## config.mk

```make
export PLATFORM = sky130hd
export DESIGN_NAME = ddr3_test_top
export DESIGN_NICKNAME = d
export VERILOG_FILES = /design/src/common/ddr3_test_pkg.sv /design/src/verilog/heartbeat.sv /design/src/verilog/test_cmd_ctrl.sv /design/src/axi_write/burst_writer.sv /design/src/axi_read/burst_reader.sv /design/src/axi_read/read_checker.sv /design/src/verilog/ddr3_test_top.sv
export SDC_FILE = /design/constraint.sdc
export NUM_CORES = 1
export LEC_CHECK = 0
export BUFFER_PORTS_ARGS = -buffer_cell sky130_fd_sc_hd__buf_2
export CAP_MARGIN = 20
export CORE_AREA = 3 3 230 232
export CTS_BUF_LIST = sky130_fd_sc_hd__clkbuf_8 sky130_fd_sc_hd__clkbuf_16
export DETAILED_ROUTE_END_ITERATION = 12
export DIE_AREA = 0 0 233 235
export PLACE_DENSITY = 0.57
export SYNTH_ARGS = -nofsm -noshare
export SYNTH_HDL_FRONTEND = slang
export SYNTH_HIERARCHICAL = 1
export SYNTH_SLANG_ARGS = --single-unit
```

## constraint.sdc

```tcl
create_clock -name ddr3_core_clk -period 9.4 [get_ports ddr3_core_clk]
set_input_delay 0 -clock ddr3_core_clk [delete_from_list [all_inputs] [get_ports ddr3_core_clk]]
set_output_delay 0 -clock ddr3_core_clk [all_outputs]
set_load 0.02 [all_outputs]
```

## src/common/ddr3_test_pkg.sv

```systemverilog
`default_nettype none

package ddr3_test_pkg;

	// controller address counts 32-bit DQ words: row 15 + bank 3 + col 10
	localparam int ADDR_W = 28;

	// one user beat is eight DQ words
	localparam int DATA_W = 256;
	localparam int LANES = 8;

	localparam int BURST_BEATS = 16;
	localparam logic [3:0] AXI_LEN = 4'(BURST_BEATS - 1);
	localparam int BURST_WORDS = BURST_BEATS * LANES;

	localparam logic [31:0] PATTERN_KEY = 32'h5a3c_96e1;

	typedef enum logic {
		OP_WRITE,
		OP_READ
	} test_op_e;

	// shared by the write and read burst masters
	typedef enum logic [1:0] {
		IDLE,
		ADDR,
		DATA,
		NEXT
	} burst_state_e;

	// lane k carries word (addr + k) xor key
	function automatic logic [DATA_W-1:0] pattern_beat(input logic [ADDR_W-1:0] addr);
		logic [DATA_W-1:0] beat;
		logic [ADDR_W-1:0] word;
		beat = '0;
		for (int k = 0; k < LANES; k++) begin
			word = addr + ADDR_W'(k);
			beat[k*32 +: 32] = 32'(word) ^ PATTERN_KEY;
		end
		return beat;
	endfunction

endpackage

`default_nettype wire

```

## src/verilog/heartbeat.sv

```systemverilog
`default_nettype none

module heartbeat #(
	parameter int unsigned HEARTBEAT_TH = 50_000_000
) (
	input  logic ddr3_core_clk,
	input  logic resetn,
	output logic heart_beat
);

	localparam int CNT_W = $clog2(HEARTBEAT_TH + 1);

	logic [CNT_W-1:0] cnt;
	logic             wrap;

	// period between toggles is HEARTBEAT_TH + 1
	assign wrap = (cnt == CNT_W'(HEARTBEAT_TH));

	always_ff @(posedge ddr3_core_clk or negedge resetn) begin
		if (!resetn) begin
			cnt        <= '0;
			heart_beat <= 1'b1;
		end else if (wrap) begin
			cnt        <= '0;
			heart_beat <= ~heart_beat;
		end else begin
			cnt <= cnt + 1'b1;
		end
	end

endmodule

`default_nettype wire

```

## src/verilog/test_cmd_ctrl.sv

```systemverilog
`default_nettype none

module test_cmd_ctrl (
	input  logic                    ddr3_core_clk,
	input  logic                    resetn,
	input  logic                    cmd_req,
	input  ddr3_test_pkg::test_op_e cmd_op,
	output logic                    cmd_ack,
	output logic                    wr_start,
	output logic                    rd_start,
	input  logic                    wr_done,
	input  logic                    rd_done
);
	import ddr3_test_pkg::*;

	typedef enum logic [1:0] {
		WAIT_REQ,
		RUN,
		ACK,
		WAIT_DROP
	} cmd_state_e;

	cmd_state_e state;
	logic       req_q;
	test_op_e   op_q;
	logic       done_hit;

	// only the done of the running test counts
	assign done_hit = (op_q == OP_WRITE) ? wr_done : rd_done;

	always_ff @(posedge ddr3_core_clk or negedge resetn) begin
		if (!resetn) begin
			state    <= WAIT_REQ;
			req_q    <= 1'b0;
			op_q     <= OP_WRITE;
			cmd_ack  <= 1'b0;
			wr_start <= 1'b0;
			rd_start <= 1'b0;
		end else begin
			req_q    <= cmd_req;
			wr_start <= 1'b0;
			rd_start <= 1'b0;
			case (state)
				WAIT_REQ: begin
					if (req_q) begin
						op_q     <= cmd_op;
						wr_start <= (cmd_op == OP_WRITE);
						rd_start <= (cmd_op == OP_READ);
						state    <= RUN;
					end
				end
				RUN: begin
					if (done_hit) begin
						cmd_ack <= 1'b1;
						state   <= ACK;
					end
				end
				ACK: begin
					if (!req_q) begin
						cmd_ack <= 1'b0;
						state   <= WAIT_DROP;
					end
				end
				// turnaround before the next request
				WAIT_DROP: begin
					if (!req_q)
						state <= WAIT_REQ;
				end
				default: state <= WAIT_REQ;
			endcase
		end
	end

	// req was high on the edge that raised ack
	ast_ack_needs_req: assert property (@(posedge ddr3_core_clk) disable iff (!resetn)
		$rose(cmd_ack) |-> $past(cmd_req))
		else $error("cmd_ack rose without cmd_req");

endmodule

`default_nettype wire

```

## src/axi_write/burst_writer.sv

```systemverilog
`default_nettype none

module burst_writer #(
	parameter int MEM_SPACE_AW = 28
) (
	input  logic                               ddr3_core_clk,
	input  logic                               resetn,
	input  logic                               wr_start,
	output logic                               wr_done,
	output logic [ddr3_test_pkg::ADDR_W-1:0]   axi_awaddr,
	output logic [3:0]                         axi_awlen,
	output logic                               axi_awvalid,
	input  logic                               axi_awready,
	output logic [ddr3_test_pkg::DATA_W-1:0]   axi_wdata,
	input  logic                               axi_wready
);
	import ddr3_test_pkg::*;

	// start address of the final burst in the region
	localparam logic [ADDR_W-1:0] LAST_ADDR = ADDR_W'(2 ** MEM_SPACE_AW - BURST_WORDS);

	burst_state_e state;
	logic [3:0]   beat_cnt;

	assign axi_awlen = AXI_LEN;

	// memory pulls beats, so data is formed from the beat counter
	assign axi_wdata = pattern_beat(axi_awaddr + ADDR_W'(beat_cnt * LANES));

	always_ff @(posedge ddr3_core_clk or negedge resetn) begin
		if (!resetn) begin
			state       <= IDLE;
			axi_awaddr  <= '0;
			axi_awvalid <= 1'b0;
			beat_cnt    <= '0;
			wr_done     <= 1'b0;
		end else begin
			wr_done <= 1'b0;
			case (state)
				IDLE: begin
					if (wr_start) begin
						axi_awaddr  <= '0;
						axi_awvalid <= 1'b1;
						beat_cnt    <= '0;
						state       <= ADDR;
					end
				end
				ADDR: begin
					if (axi_awready) begin
						axi_awvalid <= 1'b0;
						state       <= DATA;
					end
				end
				DATA: begin
					if (axi_wready) begin
						beat_cnt <= beat_cnt + 4'd1;
						// next beat is the last of the burst
						if (beat_cnt == AXI_LEN - 4'd1)
							state <= NEXT;
					end
				end
				NEXT: begin
					if (axi_wready) begin
						beat_cnt <= '0;
						if (axi_awaddr == LAST_ADDR) begin
							wr_done <= 1'b1;
							state   <= IDLE;
						end else begin
							axi_awaddr  <= axi_awaddr + ADDR_W'(BURST_WORDS);
							axi_awvalid <= 1'b1;
							state       <= ADDR;
						end
					end
				end
				default: state <= IDLE;
			endcase
		end
	end

	ast_aw_hold: assert property (@(posedge ddr3_core_clk) disable iff (!resetn)
		axi_awvalid && !axi_awready |=> axi_awvalid && $stable(axi_awaddr))
		else $error("awvalid or awaddr changed before awready");

endmodule

`default_nettype wire

```

## src/axi_read/burst_reader.sv

```systemverilog
`default_nettype none

module burst_reader #(
	parameter int MEM_SPACE_AW = 28
) (
	input  logic                               ddr3_core_clk,
	input  logic                               resetn,
	input  logic                               rd_start,
	output logic                               rd_done,
	output logic [ddr3_test_pkg::ADDR_W-1:0]   axi_araddr,
	output logic [3:0]                         axi_arlen,
	output logic                               axi_arvalid,
	input  logic                               axi_arready,
	input  logic                               axi_rvalid,
	input  logic                               axi_rlast,
	output logic [ddr3_test_pkg::ADDR_W-1:0]   beat_addr
);
	import ddr3_test_pkg::*;

	localparam logic [ADDR_W-1:0] LAST_ADDR = ADDR_W'(2 ** MEM_SPACE_AW - BURST_WORDS);

	burst_state_e state;
	logic [3:0]   beat_cnt;

	assign axi_arlen = AXI_LEN;
	assign beat_addr = axi_araddr + ADDR_W'(beat_cnt * LANES);

	always_ff @(posedge ddr3_core_clk or negedge resetn) begin
		if (!resetn) begin
			state       <= IDLE;
			axi_araddr  <= '0;
			axi_arvalid <= 1'b0;
			beat_cnt    <= '0;
			rd_done     <= 1'b0;
		end else begin
			rd_done <= 1'b0;
			case (state)
				IDLE: if (rd_start) begin
					axi_araddr  <= '0;
					axi_arvalid <= 1'b1;
					beat_cnt    <= '0;
					state       <= ADDR;
				end
				ADDR: if (axi_arready) begin
					axi_arvalid <= 1'b0;
					state       <= DATA;
				end
				DATA: if (axi_rvalid) begin
					beat_cnt <= beat_cnt + 4'd1;
					if (beat_cnt == AXI_LEN - 4'd1)
						state <= NEXT;
				end
				// waiting on the final beat
				NEXT: if (axi_rvalid) begin
					beat_cnt <= '0;
					if (axi_araddr == LAST_ADDR) begin
						rd_done <= 1'b1;
						state   <= IDLE;
					end else begin
						axi_araddr  <= axi_araddr + ADDR_W'(BURST_WORDS);
						axi_arvalid <= 1'b1;
						state       <= ADDR;
					end
				end
				default: state <= IDLE;
			endcase
		end
	end

	ast_rlast_16th: assert property (@(posedge ddr3_core_clk) disable iff (!resetn)
		axi_rvalid && (state == DATA || state == NEXT) |-> (axi_rlast == (state == NEXT)))
		else $error("rlast not aligned with the 16th beat");

endmodule

`default_nettype wire

```

## src/axi_read/read_checker.sv

```systemverilog
`default_nettype none

module read_checker (
	input  logic                               ddr3_core_clk,
	input  logic                               resetn,
	input  logic                               rd_start,
	input  logic                               axi_rvalid,
	input  logic [ddr3_test_pkg::DATA_W-1:0]   axi_rdata,
	input  logic [ddr3_test_pkg::ADDR_W-1:0]   beat_addr,
	output logic                               err_flag
);
	import ddr3_test_pkg::*;

	logic [DATA_W-1:0] expect_beat;
	logic [LANES-1:0]  lane_bad;
	logic              beat_bad;

	assign expect_beat = pattern_beat(beat_addr);

	// per-lane compare, handy when probing a failing word
	always_comb begin
		for (int k = 0; k < LANES; k++) begin
			lane_bad[k] = (axi_rdata[k*32 +: 32] != expect_beat[k*32 +: 32]);
		end
	end

	assign beat_bad = axi_rvalid && (|lane_bad);

	//********************************************************************
	// sticky error, cleared at each read test start
	//********************************************************************
	always_ff @(posedge ddr3_core_clk or negedge resetn) begin
		if (!resetn) begin
			err_flag <= 1'b0;
		end else if (rd_start) begin
			err_flag <= 1'b0;
		end else if (beat_bad) begin
			err_flag <= 1'b1;
		end
	end

endmodule

`default_nettype wire

```

## src/verilog/ddr3_test_top.sv

```systemverilog
`default_nettype none

module ddr3_test_top #(
	parameter int          MEM_SPACE_AW = 28,
	parameter int unsigned HEARTBEAT_TH = 50_000_000
) (
	input  logic                               ddr3_core_clk,
	input  logic                               resetn,
	input  logic                               cmd_req,
	input  ddr3_test_pkg::test_op_e            cmd_op,
	output logic                               cmd_ack,
	output logic [ddr3_test_pkg::ADDR_W-1:0]   axi_awaddr,
	output logic [3:0]                         axi_awlen,
	output logic                               axi_awvalid,
	input  logic                               axi_awready,
	output logic [ddr3_test_pkg::DATA_W-1:0]   axi_wdata,
	input  logic                               axi_wready,
	output logic [ddr3_test_pkg::ADDR_W-1:0]   axi_araddr,
	output logic [3:0]                         axi_arlen,
	output logic                               axi_arvalid,
	input  logic                               axi_arready,
	input  logic [ddr3_test_pkg::DATA_W-1:0]   axi_rdata,
	input  logic                               axi_rlast,
	input  logic                               axi_rvalid,
	output logic                               err_flag,
	output logic                               heart_beat
);
	import ddr3_test_pkg::*;

	logic              wr_start;
	logic              wr_done;
	logic              rd_start;
	logic              rd_done;
	logic [ADDR_W-1:0] beat_addr;

	//********************************************************************
	// command handshake
	//********************************************************************
	test_cmd_ctrl u_test_cmd_ctrl (
		.ddr3_core_clk (ddr3_core_clk),
		.resetn        (resetn),
		.cmd_req       (cmd_req),
		.cmd_op        (cmd_op),
		.cmd_ack       (cmd_ack),
		.wr_start      (wr_start),
		.rd_start      (rd_start),
		.wr_done       (wr_done),
		.rd_done       (rd_done)
	);

	//********************************************************************
	// write and read masters
	//********************************************************************
	burst_writer #(
		.MEM_SPACE_AW (MEM_SPACE_AW)
	) u_burst_writer (
		.ddr3_core_clk (ddr3_core_clk),
		.resetn        (resetn),
		.wr_start      (wr_start),
		.wr_done       (wr_done),
		.axi_awaddr    (axi_awaddr),
		.axi_awlen     (axi_awlen),
		.axi_awvalid   (axi_awvalid),
		.axi_awready   (axi_awready),
		.axi_wdata     (axi_wdata),
		.axi_wready    (axi_wready)
	);

	burst_reader #(
		.MEM_SPACE_AW (MEM_SPACE_AW)
	) u_burst_reader (
		.ddr3_core_clk (ddr3_core_clk),
		.resetn        (resetn),
		.rd_start      (rd_start),
		.rd_done       (rd_done),
		.axi_araddr    (axi_araddr),
		.axi_arlen     (axi_arlen),
		.axi_arvalid   (axi_arvalid),
		.axi_arready   (axi_arready),
		.axi_rvalid    (axi_rvalid),
		.axi_rlast     (axi_rlast),
		.beat_addr     (beat_addr)
	);

	read_checker u_read_checker (
		.ddr3_core_clk (ddr3_core_clk),
		.resetn        (resetn),
		.rd_start      (rd_start),
		.axi_rvalid    (axi_rvalid),
		.axi_rdata     (axi_rdata),
		.beat_addr     (beat_addr),
		.err_flag      (err_flag)
	);

	heartbeat #(
		.HEARTBEAT_TH (HEARTBEAT_TH)
	) u_heartbeat (
		.ddr3_core_clk (ddr3_core_clk),
		.resetn        (resetn),
		.heart_beat    (heart_beat)
	);

endmodule

`default_nettype wire

```

== After elaboration in Yosys (flattened, before gate mapping) ==
Index checks and enable logic that the tools add are counted.

* Eq/ne operators: 38
* Reduce and logical (&&, ||, !) cells: 24
* Add/subtract/negate cells: 21
* Muxes and demuxes: 62
* Bitwise gates (word level): 18

{| class="wikitable"
|+ Operators by type and width
! cell !! number
|-
| $ne 32x31->1 || 8
|-
| $not 14->16 || 16
|-
| $add 28x3->28 const B || 8
|-
| $mux 28 || 6
|-
| $add 28x2->28 const B || 4
|-
| $pmux 28 s2 || 2
|-
| $add 28x1->28 const B || 2
|-
| $add 28x7->28 || 2
|-
| $add 28x8->28 const B || 2
|-
| $eq 28x28->1 const B || 2
|-
| $mux 2 || 14
|-
| $add 26x1->26 const B || 1
|-
| $eq 26x26->1 const B || 1
|-
| $mux 26 || 1
|-
| $mux 1 || 25
|-
| $mux 4 || 6
|-
| $ne 2x2->1 const B || 12
|-
| $pmux 2 s4 || 3
|-
| $pmux 4 s3 || 2
|-
| $reduce_and 4->1 || 5
|-
| $reduce_and 5->1 || 4
|-
| $eq 2x2->1 const B || 6
|-
| $reduce_bool 3->1 || 4
|-
| $add 4x1->4 const B || 2
|-
| other kinds (12) || 25
|}

* Logic and storage cells: 182
* Bits of input ports: 265
* Register bits: 107
* Output and inout bits: 325

== Depth between registers and ports, before layout ==
* Depth after elaboration: 8
* Depth in mapped cells: 16
* Mapped depth without buffers: 11

== Modules after synthesis ==
The synthesis kept the hierarchy.

{| class="wikitable"
|+ Modules (own cells, without submodules)
! module !! cells an instance !! area an instance (um^2) !! seq. area each (um^2) !! times used
|-
| read_checker || 1,101 || 7,079.3 || 25.0 || 1
|-
| burst_writer || 457 || 3,465.8 || 725.7 || 1
|-
| burst_reader || 240 || 1,994.4 || 725.7 || 1
|-
| heartbeat || 125 || 1,327.5 || 676.9 || 1
|-
| test_cmd_ctrl || 30 || 377.9 || 175.2 || 1
|}

== Worst setup path after synthesis ==
OpenSTA, ideal clock, no wires.

* Kind: register -> register
* From: register u_burst_reader/axi_araddr[13] in the netlist's numbering
* To: register u_read_checker.err_flag
* Period minus slack after synthesis: 3.113 ns
* Library setup time: 0.127 ns
* Buffers on the path: 3
* Stages on the path, launching flop included: 12
* Required time: 9.273 ns
* Arrival time: 2.986 ns
* Setup slack: 6.287 ns
* Path through: dfrtp_1 clkbuf_1 buf_2 nand4_1 clkbuf_1 nor4_1 nand3_1 a2111oi_0 nand4_1 or4_1 nor4_1 nor3_1

* Longest elaborated chain between the ends: 7
* Elaborated cells between the ends (all ways): 27
* Those cells by class: 8 x add/sub; 8 x eq/ne; 8 x bitwise; 3 x reduce/logical

{| class="wikitable"
|+ RTL lines
! item !! RTL line !! RTL
|-
| start, declared || burst_reader.sv:10 || <nowiki>output logic [ddr3_test_pkg::ADDR_W-1:0] axi_araddr,</nowiki>
|-
| start signal, assigned || burst_reader.sv:60 || <nowiki>axi_araddr <= axi_araddr + ADDR_W'(BURST_WORDS);</nowiki>
|-
| $add 28x7->28 (*) || burst_reader.sv:26 || <nowiki>assign beat_addr = axi_araddr + ADDR_W'(beat_cnt * LANES);</nowiki>
|-
| named net beat_addr[13] || ddr3_test_top.sv:34 || <nowiki>logic [ADDR_W-1:0] beat_addr;</nowiki>
|-
| $add 28x1->28 (tied with other cells) || ddr3_test_pkg.sv:37 || <nowiki>word = addr + ADDR_W'(k);</nowiki>
|-
| $not 14->16 (no source line) || - ||
|-
| $ne 32x31->1 || read_checker.sv:23 || <nowiki>lane_bad[k] = (axi_rdata[k*32 +: 32] != expect_beat[k*32 +: 32]);</nowiki>
|-
| $reduce_or 8->1 (*) || read_checker.sv:27 || <nowiki>assign beat_bad = axi_rvalid && (|lane_bad);</nowiki>
|-
| $logic_and 1x1->1 (*) || read_checker.sv:27 ||
|-
| $reduce_bool 2->1 (no source line) (*) || - ||
|-
| end signal, assigned || read_checker.sv:34 || <nowiki>err_flag <= 1'b0;</nowiki>
|-
| end signal, assigned || read_checker.sv:36 || <nowiki>err_flag <= 1'b0;</nowiki>
|-
| end signal, assigned || read_checker.sv:38 || <nowiki>err_flag <= 1'b1;</nowiki>
|-
| end, declared || read_checker.sv:10 || <nowiki>output logic err_flag</nowiki>
|}

Mark *: on every way through the listed nets, which the timed path passes. The rest lies on a longest branch.
A chain may end at the register's enable or synchronous reset.

== Worst setup path in the final report ==
* From: register u_burst_reader/axi_araddr[21] in the netlist's numbering
* To: register u_read_checker.err_flag

* Longest elaborated chain between the ends: 7
* Elaborated cells between the ends (all ways): 27
* Those cells by class: 8 x add/sub; 8 x eq/ne; 8 x bitwise; 3 x reduce/logical

{| class="wikitable"
|+ RTL lines
! item !! RTL line
|-
| $add 28x7->28 (*) || burst_reader.sv:26
|-
| $add 28x1->28 (tied with other cells) || ddr3_test_pkg.sv:37
|-
| $not 14->16 (no source line) || -
|-
| $ne 32x31->1 || read_checker.sv:23
|-
| $reduce_or 8->1 (*) || read_checker.sv:27
|-
| $logic_and 1x1->1 (*) || read_checker.sv:27
|-
| $reduce_bool 2->1 (no source line) (*) || -
|}

Mark *: on every way between the ends. The rest lies on a longest branch, timed or not.

==> out/metrics.cfg <==
[die]
rows = 83
initial_core_util_pct = 27.82
dieHeight_um = 235
dieArea_mm2 = 0.05476
fp.dieW_um = 233
fp.coreArea_mm2 = 0.05120
pin_count = 590

[grt]
grt_first_pass_wirelength_um = 100800
antenna_found_initial = 3
grt_max_degree = 54
first_global_vias = 14375
overflow = 0
grt_usage_pct = 24.51

[critical_path]
cp.required_ns = 9.61
critPathMaxStageDelay_ns = 1.03
crit_arrival_ns = 4.57
end_kind = flip-flop
start_kind = flip-flop
critical-path-slowest-cell = dfrtp_1
cp_max_fo = 18
crit_chain = nand4_1 -> nor4_1 -> nand3_1 -> a2111oi_0 -> nand4_1 -> or4_1 -> nor4_1 -> nor3_1
critPathKind = flip-flop to flip-flop

[yosys]
synthArstFlopShare_pct = 100.0
synth_cell_type_count = 95
synth-edff-count = 0
syn_inst = 1953
netlist_top_cells_count = buf_4 (210), xnor2_1 (171), nor2_1 (146)
synth_area_leaders = dfrtp_1 (16%), buf_4 (11%), xnor2_1 (11%)
synth_largest_area_cell = dfrtp_1
synth_area_per_cell_um2 = 7.294
yosysSeqAreaShare_pct = 16.35
netlist_area_mm2 = 0.01424
synth_top_area_share_pct = 16.16
synth_warnings = 6
ys_seq_elements = 93
yosys_most_used_dff = dfrtp_1
synth_most_common_cell = buf_4

[flow_run]
maxCapViolations = 0

[power_and_ir_drop]
power_density_mw_per_mm2 = 165.7
vdd_ir_drop_max_uv = 120.9
leakagePower_nw = 6.979
finalPower_mw = 2.704

[timing]
drv_slew = 0
hold_viol_final = 0
finalCritPeriodShare_pct = 46.34
rsz0062_at_grt = false
max_freq_ghz = 0.2296
worst_pin_slew_ns = 1.325
layout_setup_ws_ns = 5.044
relSlewSlack_pct = 11.00
finClkSkew_ns = 0.006245
setup_viol = 0
tns_ns = 0
finalCriticalPeriod_ns = 4.356
holdWs_ns = 0.1645

[place]
post-place-cells = 2875
io_buffers = 510
postPlaceCellArea_mm2 = 0.01591
dpl.hpwl_um = 57010
place_congestion = 1.031
dp_worst_setup_slack_ns = 5.129

[clocking]
htreeDepth = 3
cts_tree = built
clk_latency_ns = 0.35
cts_num_sinks = 93
clk_pin_slew_ns = 0.07
cts_root_buffer = clkbuf_16
cts_made_buffers = 9
cts_buffer_depth = 2

[layout]
fin_util_pct = 31.88
drive_gt1_share_pct = 26.93
syn2layout_area_growth_pct = 14.57
final_cell_area_mm2 = 0.01632
seqCellArea_mm2 = 0.002328
multi_input_area_mm2 = 0.009639
final_cells = 2900
nFillCells = 5502
fin_nets = 2510

[routing]
vias = 15811
route.detailed.drc = 0
first_pass_iters = 5
avgViaCountPerCell = 5.452
dr.first_iter.drc_count = 1885
ant_nets = 0
wirelength_um = 71960
wl_per_cell_um = 24.81

[worst_hold_path]
hold_path_class = primary input to asynchronous set/reset pin

[status]
outcome = completed

==> routing by layer <==
layer | track usage (%) | wire, um | vias up
met5 | 0 | 13 | -
met4 | 7.503 | 2566 | 2
met3 | 4.765 | 6352 | 125
met2 | 39.08 | 32560 | 877
met1 | 33.28 | 30460 | 7647
li1 | - | - | 7160
==> final timing paths <==
kind	from	end	slack, ns	cells past startpoint
hold reg to reg	u_test_cmd_ctrl/cmd_ack	u_test_cmd_ctrl/cmd_ack	0.49	1
setup reg to reg	u_burst_reader/axi_araddr[21]	u_read_checker/err_flag	5.04	8
hold / removal	resetn	u_heartbeat/cnt[25]	0.16	2
setup / recovery	u_burst_reader/axi_araddr[21]	u_read_checker/err_flag	5.04	8
min in group ddr3_core_clk	axi_arready	u_burst_reader/axi_arvalid	0.25	6
max in group asynchronous	resetn	u_burst_reader/beat_cnt[2]	8.06	3
==> cell families (layout without fill, tap and decap cells) <==
| group | after synthesis | in the layout | synth area share [%] |
|---|---|---|---|
| and+or+nand+nor | 738 | 738 | 28.53 |
| muxes | 20 | 20 | 1.458 |
| buffers and inverters | 461 | 648 | 18.01 |
| DFF | 93 | 93 | 16.35 |
| xor gates and xnor gates | 254 | 254 | 15.62 |
| adders and majority gates | 34 | 34 | 2.969 |
| other | 4 | 84 | 0.1054 |
| AOI/OAI and AO/OA | 349 | 349 | 16.96 |
==> where the power goes <==
| group | switching [mW] | internal (mW) |
|---|---|---|
| Clock | 0.166 | 0.262 |
| Sequential | 0.0876 | 0.462 |
| Combinational | 1.20 | 0.530 |
| Total | 1.45 | 1.25 |
==> sequential cells by signal (all words and copies together), names as in the netlist <==
register	cells
u_burst_writer/axi_awvalid	1
u_burst_writer/state	2
u_burst_reader/axi_arvalid	1
u_read_checker/err_flag	1
u_heartbeat/cnt	26
u_burst_writer/wr_done	1
u_burst_reader/beat_cnt	4
u_test_cmd_ctrl/cmd_ack	1
u_burst_writer/axi_awaddr	21
u_test_cmd_ctrl/op_q	1
u_burst_writer/beat_cnt	4
u_heartbeat/heart_beat	1
u_burst_reader/axi_araddr	21
u_test_cmd_ctrl/rd_start	1
u_test_cmd_ctrl/wr_start	1
u_burst_reader/rd_done	1
u_burst_reader/state	2
u_test_cmd_ctrl/state	2
u_test_cmd_ctrl/req_q	1
==> worst max-delay path, delay by kind of cell (launching register included) <==
family             cells  cell delay [ns]
AOI/OAI and AO/OA      1             0.43
and+or+nand+nor        7             2.76
DFF                    1             1.03
==> layout by cell type, fill, tap and decap left out, types with 9 or more instances in the layout <==
cell type,netlist,routed
o21ai_0,62,62
conb_1,4,81
clkbuf_16,0,9
o21ai_1,11,11
a2111oi_0,13,13
o31ai_1,11,11
a21oi_1,68,68
or2_2,10,10
o21a_1,10,10
or3_1,26,26
o311ai_0,9,9
xnor2_1,171,171
nand3b_1,11,11
nor3_1,70,70
or4_1,18,18
nand4_1,76,76
o2111ai_1,19,19
a31oi_1,20,20
o22ai_1,17,17
buf_2,19,509
and4_1,23,23
nor3b_1,9,9
nor2_1,146,146
o211ai_1,11,11
nand2_1,130,130
xor2_1,83,83
nand2b_1,15,15
nor2b_1,16,16
nand3_1,63,63
buf_4,210,27
a211oi_1,11,11
ha_1,33,33
and3_1,32,32
mux2i_1,17,17
dfrtp_1,92,92
nor4_1,48,48
inv_1,90,90
==> cell type report <==
class | count | share of cell area (%)
Antenna cell | 3 | 0.04600
Clock buffer | 9 | 1.380
Clock inverter | 7 | 0.7436
Inverter | 90 | 2.070
Multi-Input combinational cell | 1476 | 59.06
Sequential cell | 93 | 14.27
Tap cell | 680 | 5.213
Timing Repair Buffer | 542 | 17.22
==> timing repair <==
item,CTS,global route
hold buffers,6,0
buffers inserted,0,0
hold endpoints to repair,46,0
gates resized for setup,0,0
Power figures use the tool's default switching activity.
